File: src/design/rom_pkg.sv
// rom access package: slot geometry, sdram address width and the rom word views
`default_nettype none

package rom_pkg;

    // sdram side, addresses count 32-bit words
    localparam int SDRAM_AW = 22;
    localparam int SLOT_N   = 4;

    // item width per slot
    localparam int SLOT0_DW = 8;
    localparam int SLOT1_DW = 16;
    localparam int SLOT2_DW = 32;
    localparam int SLOT3_DW = 8;

    // slot address widths, in items
    localparam int SLOT0_AW = 12;
    localparam int SLOT1_AW = 11;
    localparam int SLOT2_AW = 10;
    localparam int SLOT3_AW = 12;

    // each slot lives in its own sdram region
    localparam logic [SDRAM_AW-1:0] SLOT0_OFFSET = 22'h00_0000;
    localparam logic [SDRAM_AW-1:0] SLOT1_OFFSET = 22'h01_0000;
    localparam logic [SDRAM_AW-1:0] SLOT2_OFFSET = 22'h02_0000;
    localparam logic [SDRAM_AW-1:0] SLOT3_OFFSET = 22'h03_0000;

    // one fetched 32-bit word, read as bytes or as halfwords
    // lane 0 is the least significant lane in both views
    typedef union packed {
        logic [3:0][7:0]  bytes;  // bytes[0] = bits 7:0
        logic [1:0][15:0] halves; // halves[0] = bits 15:0
    } rom_word_t;

endpackage : rom_pkg

`default_nettype wire

File: src/design/rom_slot_if.sv
// slot link: miss request from one slot and the fill/flush path back from the arbiter
`default_nettype none

interface rom_slot_if import rom_pkg::*; ();

    logic                req;       // slot has a miss
    logic [SDRAM_AW-1:0] word_addr; // sdram word the slot wants
    logic                fill;      // one-cycle write strobe
    logic [31:0]         fill_data;
    logic                flush;     // invalidate, level

    modport requester (
        output req, word_addr,
        input  fill, fill_data, flush
    );

    modport arbiter (
        input  req, word_addr,
        output fill, fill_data, flush
    );

endinterface : rom_slot_if

`default_nettype wire

File: src/design/rom_slot_req.sv
// rom slot requester: one-word cache, hit check, lane select and miss request
`default_nettype none

module rom_slot_req import rom_pkg::*; #(
    parameter int                  DW     = 8,  // item width, 8, 16 or 32
    parameter int                  AW     = 12, // address width in items
    parameter logic [SDRAM_AW-1:0] OFFSET = '0  // slot base, in words
) (
    input  logic          clk,
    input  logic          rst_n,
    input  logic          cs,
    input  logic [AW-1:0] addr,
    output logic [DW-1:0] dout,
    output logic          ok,
    rom_slot_if.requester link
);

    rom_word_t           cache;     // last word fetched for this slot
    logic [SDRAM_AW-1:0] tag;       // its sdram word address
    logic                valid;
    logic [SDRAM_AW-1:0] word_addr; // word holding the current item
    logic                hit;

    // word address and lane select depend on the item width
    generate
        if (DW == 8) begin : g_byte
            // four items per word
            assign word_addr = OFFSET + SDRAM_AW'(addr[AW-1:2]);
            assign dout      = cache.bytes[addr[1:0]];
        end else if (DW == 16) begin : g_half
            // two items per word
            assign word_addr = OFFSET + SDRAM_AW'(addr[AW-1:1]);
            assign dout      = cache.halves[addr[0]];
        end else begin : g_word
            // one item is the whole word
            assign word_addr = OFFSET + SDRAM_AW'(addr);
            assign dout      = cache;
        end
    endgenerate

    assign hit = valid && (tag == word_addr);

    // hit answers in the same cycle
    assign ok = cs && hit;

    // a miss asks the arbiter for the word
    assign link.req       = cs && !hit;
    assign link.word_addr = word_addr;

    // valid bit, flush wins over a fill in the same cycle
    always_ff @(posedge clk) begin
        if (!rst_n) begin
            valid <= 1'b0;
        end else if (link.flush) begin
            valid <= 1'b0;
        end else if (link.fill) begin
            valid <= 1'b1;
        end
    end

    // cached word and tag
    always_ff @(posedge clk) begin
        if (link.fill) begin
            cache <= link.fill_data;
            tag   <= word_addr; // address is held until ok
        end
    end

endmodule : rom_slot_req

`default_nettype wire

File: src/design/rom_slot_arbiter.sv
// fixed-priority rom arbiter: one sdram read at a time, fill steering and refresh enable
`default_nettype none

module rom_slot_arbiter import rom_pkg::*; (
    input  logic                clk,
    input  logic                rst_n,
    input  logic                downloading,
    input  logic                loop_rst,
    input  logic                sdram_ack,
    input  logic                data_rdy,
    input  logic [31:0]         data_read,
    output logic                sdram_req,
    output logic                refresh_en,
    output logic [SDRAM_AW-1:0] sdram_addr,
    rom_slot_if.arbiter         slot0,
    rom_slot_if.arbiter         slot1,
    rom_slot_if.arbiter         slot2,
    rom_slot_if.arbiter         slot3
);

    logic [SLOT_N-1:0]   req;
    logic [SDRAM_AW-1:0] addr_req [SLOT_N];
    logic [SLOT_N-1:0]   sel;    // one-hot, slot being served
    logic [SLOT_N-1:0]   active; // waiting and not in service
    logic [SLOT_N-1:0]   grant;
    logic [SDRAM_AW-1:0] grant_addr;
    logic                accept; // free to take a new request
    logic                flush;

    assign req = {slot3.req, slot2.req, slot1.req, slot0.req};

    assign addr_req[0] = slot0.word_addr;
    assign addr_req[1] = slot1.word_addr;
    assign addr_req[2] = slot2.word_addr;
    assign addr_req[3] = slot3.word_addr;

    // served slot still shows req in its fill cycle
    assign active = req & ~sel;
    assign accept = (sel == '0) || data_rdy;
    assign flush  = downloading || loop_rst;

    // lowest slot number wins
    always_comb begin
        grant      = '0;
        grant_addr = '0;
        for (int i = SLOT_N - 1; i >= 0; i--) begin
            if (active[i]) begin
                grant      = '0;
                grant[i]   = 1'b1;
                grant_addr = addr_req[i];
            end
        end
    end

    always_ff @(posedge clk) begin
        if (!rst_n || flush) begin
            sdram_req <= 1'b0; // pending read is dropped
            sel       <= '0;
        end else begin
            if (sdram_ack) sdram_req <= 1'b0;
            if (accept) begin
                sdram_req <= |active;
                sel       <= grant;
            end
        end
    end

    always_ff @(posedge clk) begin
        if (accept && |active) sdram_addr <= grant_addr;
    end

    // every slot satisfied, controller may refresh
    always_ff @(posedge clk) begin
        if (!rst_n) refresh_en <= 1'b0;
        else        refresh_en <= ~|req;
    end

    // returned word goes to the selected slot only
    assign slot0.fill = data_rdy && sel[0];
    assign slot1.fill = data_rdy && sel[1];
    assign slot2.fill = data_rdy && sel[2];
    assign slot3.fill = data_rdy && sel[3];

    assign slot0.fill_data = data_read;
    assign slot1.fill_data = data_read;
    assign slot2.fill_data = data_read;
    assign slot3.fill_data = data_read;

    assign slot0.flush = flush;
    assign slot1.flush = flush;
    assign slot2.flush = flush;
    assign slot3.flush = flush;

endmodule : rom_slot_arbiter

`default_nettype wire

File: src/design/rom_access.sv
// rom access top: four cached rom slots sharing one sdram controller
`default_nettype none

module rom_access import rom_pkg::*; (
    input  logic                clk,
    input  logic                rst_n,
    input  logic                downloading,
    input  logic                loop_rst,

    // sdram controller
    input  logic                sdram_ack,
    input  logic                data_rdy,
    input  logic [31:0]         data_read,
    output logic                sdram_req,
    output logic [SDRAM_AW-1:0] sdram_addr,
    output logic                refresh_en,

    // slot 0, highest priority
    input  logic                slot0_cs,
    input  logic [SLOT0_AW-1:0] slot0_addr,
    output logic [SLOT0_DW-1:0] slot0_dout,
    output logic                slot0_ok,

    input  logic                slot1_cs,
    input  logic [SLOT1_AW-1:0] slot1_addr,
    output logic [SLOT1_DW-1:0] slot1_dout,
    output logic                slot1_ok,

    input  logic                slot2_cs,
    input  logic [SLOT2_AW-1:0] slot2_addr,
    output logic [SLOT2_DW-1:0] slot2_dout,
    output logic                slot2_ok,

    // slot 3, lowest priority
    input  logic                slot3_cs,
    input  logic [SLOT3_AW-1:0] slot3_addr,
    output logic [SLOT3_DW-1:0] slot3_dout,
    output logic                slot3_ok
);

    rom_slot_if link [SLOT_N] ();

    rom_slot_req #(
        .DW     (SLOT0_DW),
        .AW     (SLOT0_AW),
        .OFFSET (SLOT0_OFFSET)
    ) u_slot0 (
        .clk   (clk),
        .rst_n (rst_n),
        .cs    (slot0_cs),
        .addr  (slot0_addr),
        .dout  (slot0_dout),
        .ok    (slot0_ok),
        .link  (link[0])
    );

    rom_slot_req #(
        .DW     (SLOT1_DW),
        .AW     (SLOT1_AW),
        .OFFSET (SLOT1_OFFSET)
    ) u_slot1 (
        .clk   (clk),
        .rst_n (rst_n),
        .cs    (slot1_cs),
        .addr  (slot1_addr),
        .dout  (slot1_dout),
        .ok    (slot1_ok),
        .link  (link[1])
    );

    rom_slot_req #(
        .DW     (SLOT2_DW),
        .AW     (SLOT2_AW),
        .OFFSET (SLOT2_OFFSET)
    ) u_slot2 (
        .clk   (clk),
        .rst_n (rst_n),
        .cs    (slot2_cs),
        .addr  (slot2_addr),
        .dout  (slot2_dout),
        .ok    (slot2_ok),
        .link  (link[2])
    );

    rom_slot_req #(
        .DW     (SLOT3_DW),
        .AW     (SLOT3_AW),
        .OFFSET (SLOT3_OFFSET)
    ) u_slot3 (
        .clk   (clk),
        .rst_n (rst_n),
        .cs    (slot3_cs),
        .addr  (slot3_addr),
        .dout  (slot3_dout),
        .ok    (slot3_ok),
        .link  (link[3])
    );

    // one read in flight, slot 0 first
    rom_slot_arbiter u_arbiter (
        .clk         (clk),
        .rst_n       (rst_n),
        .downloading (downloading),
        .loop_rst    (loop_rst),
        .sdram_ack   (sdram_ack),
        .data_rdy    (data_rdy),
        .data_read   (data_read),
        .sdram_req   (sdram_req),
        .refresh_en  (refresh_en),
        .sdram_addr  (sdram_addr),
        .slot0       (link[0]),
        .slot1       (link[1]),
        .slot2       (link[2]),
        .slot3       (link[3])
    );

endmodule : rom_access

`default_nettype wire

File: config.mk
export PLATFORM = sky130hd
export DESIGN_NAME = rom_access
export DESIGN_NICKNAME = d
export VERILOG_FILES = /design/src/design/rom_pkg.sv /design/src/design/rom_slot_if.sv /design/src/design/rom_slot_req.sv /design/src/design/rom_slot_arbiter.sv /design/src/design/rom_access.sv
export SDC_FILE = /design/constraint.sdc
export NUM_CORES = 1
export LEC_CHECK = 0
export ABC_AREA = 0
export BUFFER_PORTS_ARGS = -buffer_cell sky130_fd_sc_hd__buf_2
export CAP_MARGIN = 20
export CORE_UTILIZATION = 48
export DETAILED_ROUTE_END_ITERATION = 7
export PLACE_DENSITY_LB_ADDON = 0.25
export SETUP_SLACK_MARGIN = 0.3
export SKIP_LAST_GASP = 1
export SYNTH_ARGS = -nofsm -noshare
export SYNTH_HDL_FRONTEND = slang
export SYNTH_SLANG_ARGS = --single-unit
File: constraint.sdc
create_clock -name clk -period 2.2 [get_ports clk]
set_input_delay 0.44 -clock clk [delete_from_list [all_inputs] [get_ports clk]]
set_output_delay 0.44 -clock clk [all_outputs]
set_load 0.05 [all_outputs]
==> results of run 1 <==
## through the flow
stage	area [µm²]	TNS, ns	utilization	instances
5_1_grt	9942	-0.8612	0.6516	858
6_report	9942	-0.08769	0.6516	858
2_1_floorplan	7660	0	-	431
3_5_place_dp	8795	-0.1750	0.5764	804
4_1_cts	9747	-0.1992	0.6388	850
3_3_place_gp	8795	0	0.5764	804
## routing by layer
metal | GRT usage | up-vias | share of wire
met2 | 0.3542 | 217 | 0.50
met5 | 0 | - | 0
li1 | - | 2072 | -
met3 | 0.04941 | 30 | 0.061
met4 | 0.1057 | 0 | 0.028
met1 | 0.2639 | 2237 | 0.41
## sequential cells by signal (all words and copies together) (netlist names), 4 cells and up
name and cells:
u_slot0.tag 10, u_slot2.tag 10, u_arbiter.sel 4, u_slot0.cache 32, u_arbiter.sdram_addr 12, u_slot3.cache 32, u_slot2.dout 32, u_slot1.cache 32
u_slot1.tag 10, u_slot3.tag 10
## repair_timing
| action | 4_1_cts | 5_1_grt |
|---|---|---|
| setup endpoints to repair | 45 | 50 |
| pin swaps | 22 | 21 |
| hold buffers | 0 | 0 |
| cloned | 2 | 2 |
| resized for setup | 75 | 27 |
| buffers inserted | 12 | 6 |
## kinds of logic after synthesis
family | share of synthesized area
flip-flops | 0.7433
AND/OR/NAND/NOR | 0.03966
AO/OA/AOI/OAI | 0.05525
buffers and inverters | 0.02986
multiplexers | 0.08495
XOR/XNOR | 0.04646
other | 0.0004973
## report_power, final
| group | internal, µW | leakage [µW] | switching (µW) |
|---|---|---|---|
| clock network | 1560 | 0.000265 | 1280 |
| registers | 4010 | 0.00172 | 23.9 |
| logic | 307 | 0.00169 | 549 |
| total | 5880 | 0.00367 | 1850 |
## layout make-up
type	count	share of cell area
flip-flops and latches	190	0.5638
multi-input cells	199	0.2109
repair buffers	211	0.1381
clock buffers	18	0.04317
well taps	211	0.02655
clock inverters	14	0.01183
inverters	15	0.005663
## worst min path at each step
stage | from | end | cells past startpoint
global route | slot0_addr[6] | u_slot0.tag[4] | 1
CTS | slot3_addr[2] | u_slot3.tag[0] | 1
detailed placement | u_slot1.valid | u_slot1.valid | 2
finish | slot0_addr[10] | u_slot0.tag[8] | 1
floorplan | u_slot1.valid | u_slot1.valid | 2
global placement | u_slot1.valid | u_slot1.valid | 2
## placed cells by master (no fill, tap or decap), types with 10 or more instances in the layout
| master | synthesis | layout |
|---|---|---|
| a311oi_1 | 10 | 10 |
| buf_2 | 0 | 146 |
| buf_4 | 11 | 33 |
| buf_6 | 3 | 26 |
| clkbuf_16 | 0 | 17 |
| conb_1 | 1 | 10 |
| dfxtp_1 | 10 | 10 |
| edfxtp_1 | 180 | 180 |
| inv_1 | 15 | 15 |
| mux2_2 | 16 | 16 |
| mux4_2 | 16 | 16 |
| nor2_1 | 12 | 10 |
| nor3_1 | 12 | 11 |
| xnor2_1 | 25 | 17 |
| xor2_1 | 15 | 15 |
==> flow_metrics.env, run 1 <==
export IMPL_fin_crit_sh=1.021
export IMPL_cp_slowest_cell="edfxtp_1"
export IMPL_crit_type="flip-flop to primary output"
export IMPL_post_drt_wl_per_cell_um=19.60
export IMPL_hpwl_um=11440
export IMPL_cap_viol_max_count=0
export IMPL_drc=0
export IMPL_path_delay_family="simple AND/OR/NAND/NOR gates"
export IMPL_worst_slack_ns=-0.04534
export IMPL_grt_pass1_vias=4614
export IMPL_max_stage_delay_ns=0.38
export IMPL_ioPinCount=179
export IMPL_yosysMostFrequentCell="edfxtp_1"
export IMPL_yosys_area_top_type_share=0.7168
export IMPL_drt_iter0_markers=263
export IMPL_numCtsBuffers=17
export IMPL_io_buffers=168
export IMPL_maxSlewViolCount=0
export IMPL_ir_drop_mv=0.5231
export IMPL_synthCells=422
export IMPL_coreArea_um2=15260
export IMPL_syn_area_um2=7541
export IMPL_crit_cells=5
export IMPL_ys_types=40
export IMPL_clk_latency_ns=0.43
export IMPL_seq_area_frac_synth=0.7433
export IMPL_cts_htree_levels=4
export IMPL_place_congestion=0.8811
export IMPL_power_density_nw_per_um2=777.3
export IMPL_grt_usage=0.2132
export IMPL_synth_edf_count=180
export IMPL_cts_tree="done"
export IMPL_clock_sinks=190
export IMPL_hold_violations=0
export IMPL_synth_top_area_cell="edfxtp_1"
export IMPL_start_util=0.4942
export IMPL_critPathCapture="slot3_ok"
export IMPL_finalSetupViolCount=4
export IMPL_synthTopCellsByCount="edfxtp_1 (180), xnor2_1 (25), mux2_2 (16), mux4_2 (16)"
export IMPL_fillers=1052
export IMPL_postRouteAntennaNets=0
export IMPL_p_leak_uw=0.003675
export IMPL_hp_class="input pin to flip-flop"
export IMPL_outcome="complete, but fails checks"
export IMPL_final_nets=721
export IMPL_rows=45
export IMPL_r2r_setup_slack_ns=-0.01
export IMPL_tightest_slew_ns=0.5306
export IMPL_dieArea_um2=16220
export IMPL_endpoint_kind="primary output"
export IMPL_skew_ns=0.009239
export IMPL_grt_pass1_wl_um=25010
export IMPL_fin_crit_ns=2.245
export IMPL_cp_start_kind="flip-flop"
export IMPL_dp_worst_setup_slack_ns=-0.05549
export IMPL_antennaDiodeCount=0
export IMPL_reg2reg_depth=9
export IMPL_grt_ovfl_total=0
export IMPL_regArea_um2=5605
export IMPL_rsz0062_at_grt="yes"
export IMPL_worst_r2r_startpoint="u_slot1.tag[9]"
export IMPL_synth_area_leaders="edfxtp_1 (72%), mux4_2 (4.8%), xnor2_1 (2.9%)"
export IMPL_clockRootBuffer="clkbuf_16"
export IMPL_clock_path_buffers=2
export IMPL_crit_buf_inv=1
export IMPL_ys_warnings_count=0
export IMPL_crit_chain="xor2_1 -> nor4_2 -> and3_1 -> and2_4 -> buf_8"
export IMPL_grt_start_max_net_pins=37
export IMPL_wirelength_um=16820
export IMPL_clk_pin_slew_ns=0.07
export IMPL_r2r_end="u_arbiter.sdram_addr[9]"
export IMPL_via_count=4556
export IMPL_arrival_ns=1.81
export IMPL_first_pass_iters=5
export IMPL_die_h_um=127.3
export IMPL_yosys_most_used_dff="edfxtp_1"
export IMPL_relSlewSlack=0.6439
export IMPL_die_w_um=127.3
export IMPL_hold_ws_ns=0.2274
export IMPL_synth_avg_cell_area_um2=17.87
export IMPL_p_total_uw=7728
export IMPL_crit_required_ns=1.76
export IMPL_avgViaCountPerCell=5.310
export IMPL_violations="setup timing"
export IMPL_critical_path_startpoint="u_slot3.tag[4]"
export IMPL_drive_gt1_frac=0.5054
export IMPL_ys_seq_elements=190
export IMPL_syn2layout_area_growth_pct=31.84
export IMPL_async_flop_share=0
export IMPL_multi_input_area_um2=2097
export IMPL_antenna_found_initial=0
export IMPL_max_freq_mhz=445.4
export IMPL_crit_fanout=2
No activity file was read; power rests on OpenSTA's default activity.
==> run 2, diff against run 1 <==
==> constraint.sdc (replaced) <==
create_clock -name clk -period 1.9 [get_ports clk]
set_input_delay 0.38 -clock clk [delete_from_list [all_inputs] [get_ports clk]]
set_output_delay 0.38 -clock clk [all_outputs]
set_load 0.05 [all_outputs]
==> run 2 against run 1 <==
The flow still finishes with violations (setup timing). Register-to-register slack got worse by 0.25 ns. Critical endpoint is now slot1_ok. Highest routed layer unchanged. Cell count increased by 5.6%. Design area increased by 6.6%. Critical path type unchanged. Critical path depth increased by 1. Clock skew increased by 0.0017 ns. Flip-flop and latch count unchanged. Sequential power increased by 16%. Routed wire length increased by 4.0%. Largest power group unchanged. Worst setup slack got worse by 0.28 ns.
==> flow_metrics.env, run 2 (same netlist as run 1, synthesis figures left out) <==
export IMPL_violations="setup timing"
export IMPL_grt_pass1_vias=4923
export IMPL_post_route_cell_area_um2=10600
export IMPL_postRouteAntennaNets=0
export IMPL_fin_crit_sh=1.171
export IMPL_max_freq_mhz=449.5
export IMPL_hp_start="data_read[20]"
export IMPL_start_util=0.4942
export IMPL_syn2layout_area_growth_pct=40.53
export IMPL_r2r_setup_slack_ns=-0.26
export IMPL_final_common_cell="edfxtp_1"
export IMPL_arrival_ns=1.84
export IMPL_final_util=0.6945
export IMPL_clk_latency_ns=0.43
export IMPL_maxSlewViolCount=0
export IMPL_first_pass_iters=6
export IMPL_fin_crit_ns=2.225
export IMPL_path_delay_family="simple AND/OR/NAND/NOR gates"
export IMPL_final_nets=769
export IMPL_dieArea_um2=16220
export IMPL_grt_use_met1=0.2877
export IMPL_ioPinCount=179
export IMPL_antennaDiodeCount=0
export IMPL_rows=45
export IMPL_cts_tree="done"
export IMPL_hold_violations=0
export IMPL_clock_sinks=190
export IMPL_post_drt_wl_per_cell_um=19.31
export IMPL_avgViaCountPerCell=5.274
export IMPL_grt_busiest_layer="met2"
export IMPL_io_buffers=168
export IMPL_grt_ovfl_total=0
export IMPL_hold_path_depth=1
export IMPL_outcome="complete, but fails checks"
export IMPL_crit_buf_inv=2
export IMPL_clockRootBuffer="clkbuf_16"
export IMPL_grt_util_met2=0.3677
export IMPL_clock_path_buffers=2
export IMPL_die_h_um=127.3
export IMPL_max_stage_delay_ns=0.39
export IMPL_drt_iter0_markers=222
export IMPL_use_met3=0.04564
export IMPL_crit_fanout=2
export IMPL_grt_usage=0.2223
export IMPL_drc=0
export IMPL_cap_viol_max_count=0
export IMPL_reg2reg_depth=8
export IMPL_worst_slack_ns=-0.3249
export IMPL_drive_gt1_frac=0.5496
export IMPL_worst_r2r_startpoint="u_slot0.tag[8]"
export IMPL_finalSetupViolCount=33
export IMPL_cp_start_kind="flip-flop"
export IMPL_ir_drop_mv=0.5896
export IMPL_clk_pin_slew_ns=0.07
export IMPL_hpwl_um=11690
export IMPL_crit_chain="xor2_1 -> nor4_2 -> buf_4 -> nand3_4 -> nor2_4 -> buf_8"
export IMPL_numCtsBuffers=17
export IMPL_place_congestion=0.8985
export IMPL_crit_type="flip-flop to primary output"
export IMPL_crit_required_ns=1.52
export IMPL_holdPathEnd="u_slot3.cache[20]"
export IMPL_dpl_cell_area_um2=9240
export IMPL_skew_ns=0.01091
export IMPL_coreArea_um2=15260
export IMPL_cts_htree_levels=4
export IMPL_via_count=4778
export IMPL_power_density_nw_per_um2=868.2
export IMPL_rsz0062_at_grt="yes"
export IMPL_regArea_um2=5605
export IMPL_wirelength_um=17490
export IMPL_die_w_um=127.3
export IMPL_antenna_found_initial=0
export IMPL_endpoint_kind="primary output"
export IMPL_hp_class="input pin to flip-flop"
export IMPL_cp_slowest_cell="edfxtp_1"
export IMPL_multi_input_area_um2=2177
export IMPL_grt_pass1_wl_um=26530
export IMPL_fillers=1013
export IMPL_mostFrequentLayoutCells="edfxtp_1 (180), buf_2 (132), buf_4 (69)"
export IMPL_critical_path_startpoint="u_slot1.tag[8]"
export IMPL_grt_start_max_net_pins=33
export IMPL_p_leak_uw=0.003991
export IMPL_r2r_end="u_arbiter.sdram_addr[6]"
[run 2: layout make-up]
type / instances / area share
tap: 211 / 0.02491
clock inverter: 14 / 0.01240
multi-input combinational: 199 / 0.2054
inverter: 15 / 0.005313
clock buffer: 18 / 0.04050
timing repair buffer: 259 / 0.1825
sequential: 190 / 0.5289
[run 2: worst max-delay path by stage]
stage | end | slack (ns) | cells past startpoint
6_report | slot1_ok | -0.32 | 6
5_1_grt | slot3_ok | -0.40 | 6
4_1_cts | slot3_ok | -0.34 | 6
3_5_place_dp | u_arbiter.sdram_addr[0] | -0.24 | 7
3_3_place_gp | u_arbiter.sdram_addr[9] | -0.20 | 7
2_1_floorplan | u_arbiter.sdram_addr[1] | 0.02 | 6
[run 2: power breakdown]
part / internal, µW / total, µW / switching (µW)
Sequential: 4640 / 4670 / 23.9
Combinational: 451 / 1120 / 670
Clock: 1840 / 3410 / 1580
[run 2: metrics by stage]
step | hold slack (ns) | TNS [ns] | power [µW] | cells | setup slack [ns]
2_1_floorplan | 0.4323 | 0 | 5322 | 431 | 0.02347
5_1_grt | 0.1503 | -8.381 | 9471 | 906 | -0.4004
3_5_place_dp | 0.4569 | -4.705 | 5695 | 860 | -0.2356
4_1_cts | 0.1560 | -3.580 | 9196 | 904 | -0.3396
3_3_place_gp | 0.4420 | -2.987 | 5681 | 860 | -0.2037
6_report | 0.1714 | -5.373 | 9200 | 906 | -0.3249
[run 2: per-layer routing]
layer  part of all wire  vias to the layer above
li1                   -                     2164
met1               0.41                     2370
met2               0.50                      216
met3              0.067                       28
met4              0.024                        0
met5                  0                        -
[run 2: timing repair]
item | in CTS | in global routing
setup endpoints to repair | 66 | 66
gates resized for setup | 126 | 40
hold buffers | 0 | 0
pin swaps | 23 | 12
endpoints found under the hold margin | 0 | 0
cloned | 2 | 0
buffers inserted | 10 | 2
[run 2: worst reg2reg max path: stages, from the launching register on]
cell	delay, ns
edfxtp_1	0.39
xnor2_1	0.18
nand4_1	0.18
buf_4	0.19
o41ai_4	0.34
buf_4	0.18
buf_8	0.12
a2bb2oi_1	0.21
o22ai_1	0.12
==> run 3, diff against run 2 <==
--- a/config.mk
+++ b/config.mk
@@ -8,10 +8,12 @@
 export ABC_AREA = 0
 export BUFFER_PORTS_ARGS = -buffer_cell sky130_fd_sc_hd__buf_2
 export CAP_MARGIN = 20
+export CORE_MARGIN = 2
 export CORE_UTILIZATION = 48
 export DETAILED_ROUTE_END_ITERATION = 7
 export PLACE_DENSITY_LB_ADDON = 0.25
 export SETUP_SLACK_MARGIN = 0.3
+export SKIP_CTS_REPAIR_TIMING = 1
 export SKIP_LAST_GASP = 1
 export SYNTH_ARGS = -nofsm -noshare
 export SYNTH_HDL_FRONTEND = slang
==> run 3 against run 2 <==
The flow still finishes with violations (setup timing). Utilization decreased by 0.16 points. Clock skew decreased by 0.00095 ns. Die area increased by 3.2%. Sequential power about the same. Hold slack got worse by 0.0021 ns. Routed wire length increased by 1.7%. Critical path type unchanged. Highest routed layer unchanged.
==> flow_metrics.env, run 3 (same netlist as run 1, synthesis figures left out) <==
export IMPL_io_buffers=168
export IMPL_drc=0
export IMPL_dp_worst_setup_slack_ns=-0.2605
export IMPL_clock_path_buffers=2
export IMPL_maxSlewViolCount=0
export IMPL_grt_pass1_vias=4754
export IMPL_mostFrequentLayoutCells="edfxtp_1 (180), buf_2 (131), buf_4 (79)"
export IMPL_max_stage_delay_ns=0.41
export IMPL_grt_usage=0.2059
export IMPL_cts_tree="done"
export IMPL_wirelength_um=17790
export IMPL_violations="setup timing"
export IMPL_crit_chain="xor2_1 -> nor4_2 -> and3_1 -> and2_4 -> buf_6"
export IMPL_antennaDiodeCount=0
export IMPL_dieArea_um2=16730
export IMPL_endpoint_kind="primary output"
export IMPL_max_freq_mhz=443.7
export IMPL_clockRootBuffer="clkbuf_16"
export IMPL_fin_crit_ns=2.254
export IMPL_place_congestion=0.8604
export IMPL_first_pass_iters=4
export IMPL_syn2layout_area_growth_pct=40.20
export IMPL_crit_type="flip-flop to primary output"
export IMPL_hpwl_um=12110
export IMPL_numCtsBuffers=17
export IMPL_crit_fanout=2
export IMPL_cts_htree_levels=4
export IMPL_die_h_um=129.3
export IMPL_start_util=0.4942
export IMPL_cp_start_kind="flip-flop"
export IMPL_coreArea_um2=15260
export IMPL_grt_ovfl_total=0
export IMPL_arrival_ns=1.87
export IMPL_rows=45
export IMPL_grt_pass1_wl_um=25230
export IMPL_crit_required_ns=1.52
export IMPL_ir_drop_mv=0.6198
export IMPL_skew_ns=0.009965
export IMPL_cp_slowest_cell="edfxtp_1"
export IMPL_finalNonFillerCells=907
export IMPL_antenna_found_initial=0
export IMPL_final_nets=770
export IMPL_clock_sinks=190
export IMPL_fillers=989
export IMPL_drt_iter0_markers=294
export IMPL_drive_gt1_frac=0.5445
export IMPL_via_count=4751
export IMPL_worst_slack_ns=-0.3538
export IMPL_cap_viol_max_count=0
export IMPL_hp_class="input pin to flip-flop"
export IMPL_clk_latency_ns=0.43
export IMPL_grt_start_max_net_pins=44
export IMPL_tightest_slew_ns=0.6278
export IMPL_power_density_nw_per_um2=893.0
export IMPL_clk_pin_slew_ns=0.07
export IMPL_ioPinCount=179
export IMPL_avgViaCountPerCell=5.238
export IMPL_hold_violations=0
export IMPL_p_leak_uw=0.004029
export IMPL_relSlewSlack=0.5786
export IMPL_rsz0062_at_grt="yes"
export IMPL_fin_crit_sh=1.186
export IMPL_place_inst=862
export IMPL_die_w_um=129.3
export IMPL_post_drt_wl_per_cell_um=19.61
export IMPL_finalSetupViolCount=32
export IMPL_final_common_cell="edfxtp_1"
export IMPL_postRouteAntennaNets=0
export IMPL_outcome="complete, but fails checks"
run 3: path summary, 6_finish.rpt:
| check | from | to | slack, ns | cells past startpoint |
|---|---|---|---|---|
| setup / recovery | u_slot3.tag[2] | slot3_ok | -0.35 | 5 |
| hold / removal | data_read[30] | u_slot2.dout[30] | 0.17 | 1 |
| setup reg to reg | u_slot0.tag[7] | u_arbiter.sdram_addr[3] | -0.21 | 8 |
| hold reg to reg | u_slot1.valid | u_slot1.valid | 0.47 | 2 |
run 3: routing by layer:
layer / wire [µm] / part of all wire / global-route usage / vias to the layer above
met5: 0 / 0 / 0 / -
met1: 7184 / 0.40 / 0.2629 / 2334
met2: 8874 / 0.50 / 0.3455 / 210
met4: 510 / 0.029 / 0.07737 / 0
li1: - / - / - / 2174
met3: 1215 / 0.068 / 0.04872 / 33
run 3: per-stage QoR:
stage | util | power [µW] | hold slack [ns] | setup TNS (ns) | area [µm²]
2_1_floorplan | - | 5322 | 0.4323 | 0 | 7680
3_3_place_gp | 0.6041 | 5679 | 0.4437 | -2.746 | 9218
3_5_place_dp | 0.6041 | 5694 | 0.4521 | -4.203 | 9218
4_1_cts | 0.6442 | 9338 | 0.1577 | -3.822 | 9829
5_1_grt | 0.6929 | 9705 | 0.1589 | -8.583 | 10570
6_report | 0.6929 | 9442 | 0.1693 | -5.839 | 10570
run 3: where the power goes:
group | switching, µW | total [µW] | internal [µW]
Sequential | 23.6 | 4670 | 4640
Clock | 1570 | 3670 | 2100
Combinational | 667 | 1100 | 438
Total | 2260 | 9440 | 7180
run 3: final cells by class:
cell class,count,area [µm²],area share
well taps,211,264.0,0.02497
inverters,15,56.30,0.005325
multi-input cells,199,2155,0.2038
repair buffers,260,1881,0.1779
clock inverters,14,182.7,0.01728
flip-flops and latches,190,5605,0.5302
clock buffers,18,429.2,0.04059
run 3: worst max-delay path, delay by kind of cell (launching register included):
kind | cells | cell delay, ns
XOR/XNOR | 1 | 0.18
flip-flops | 1 | 0.41
buffers and inverters | 1 | 0.15
AND/OR/NAND/NOR | 3 | 0.70
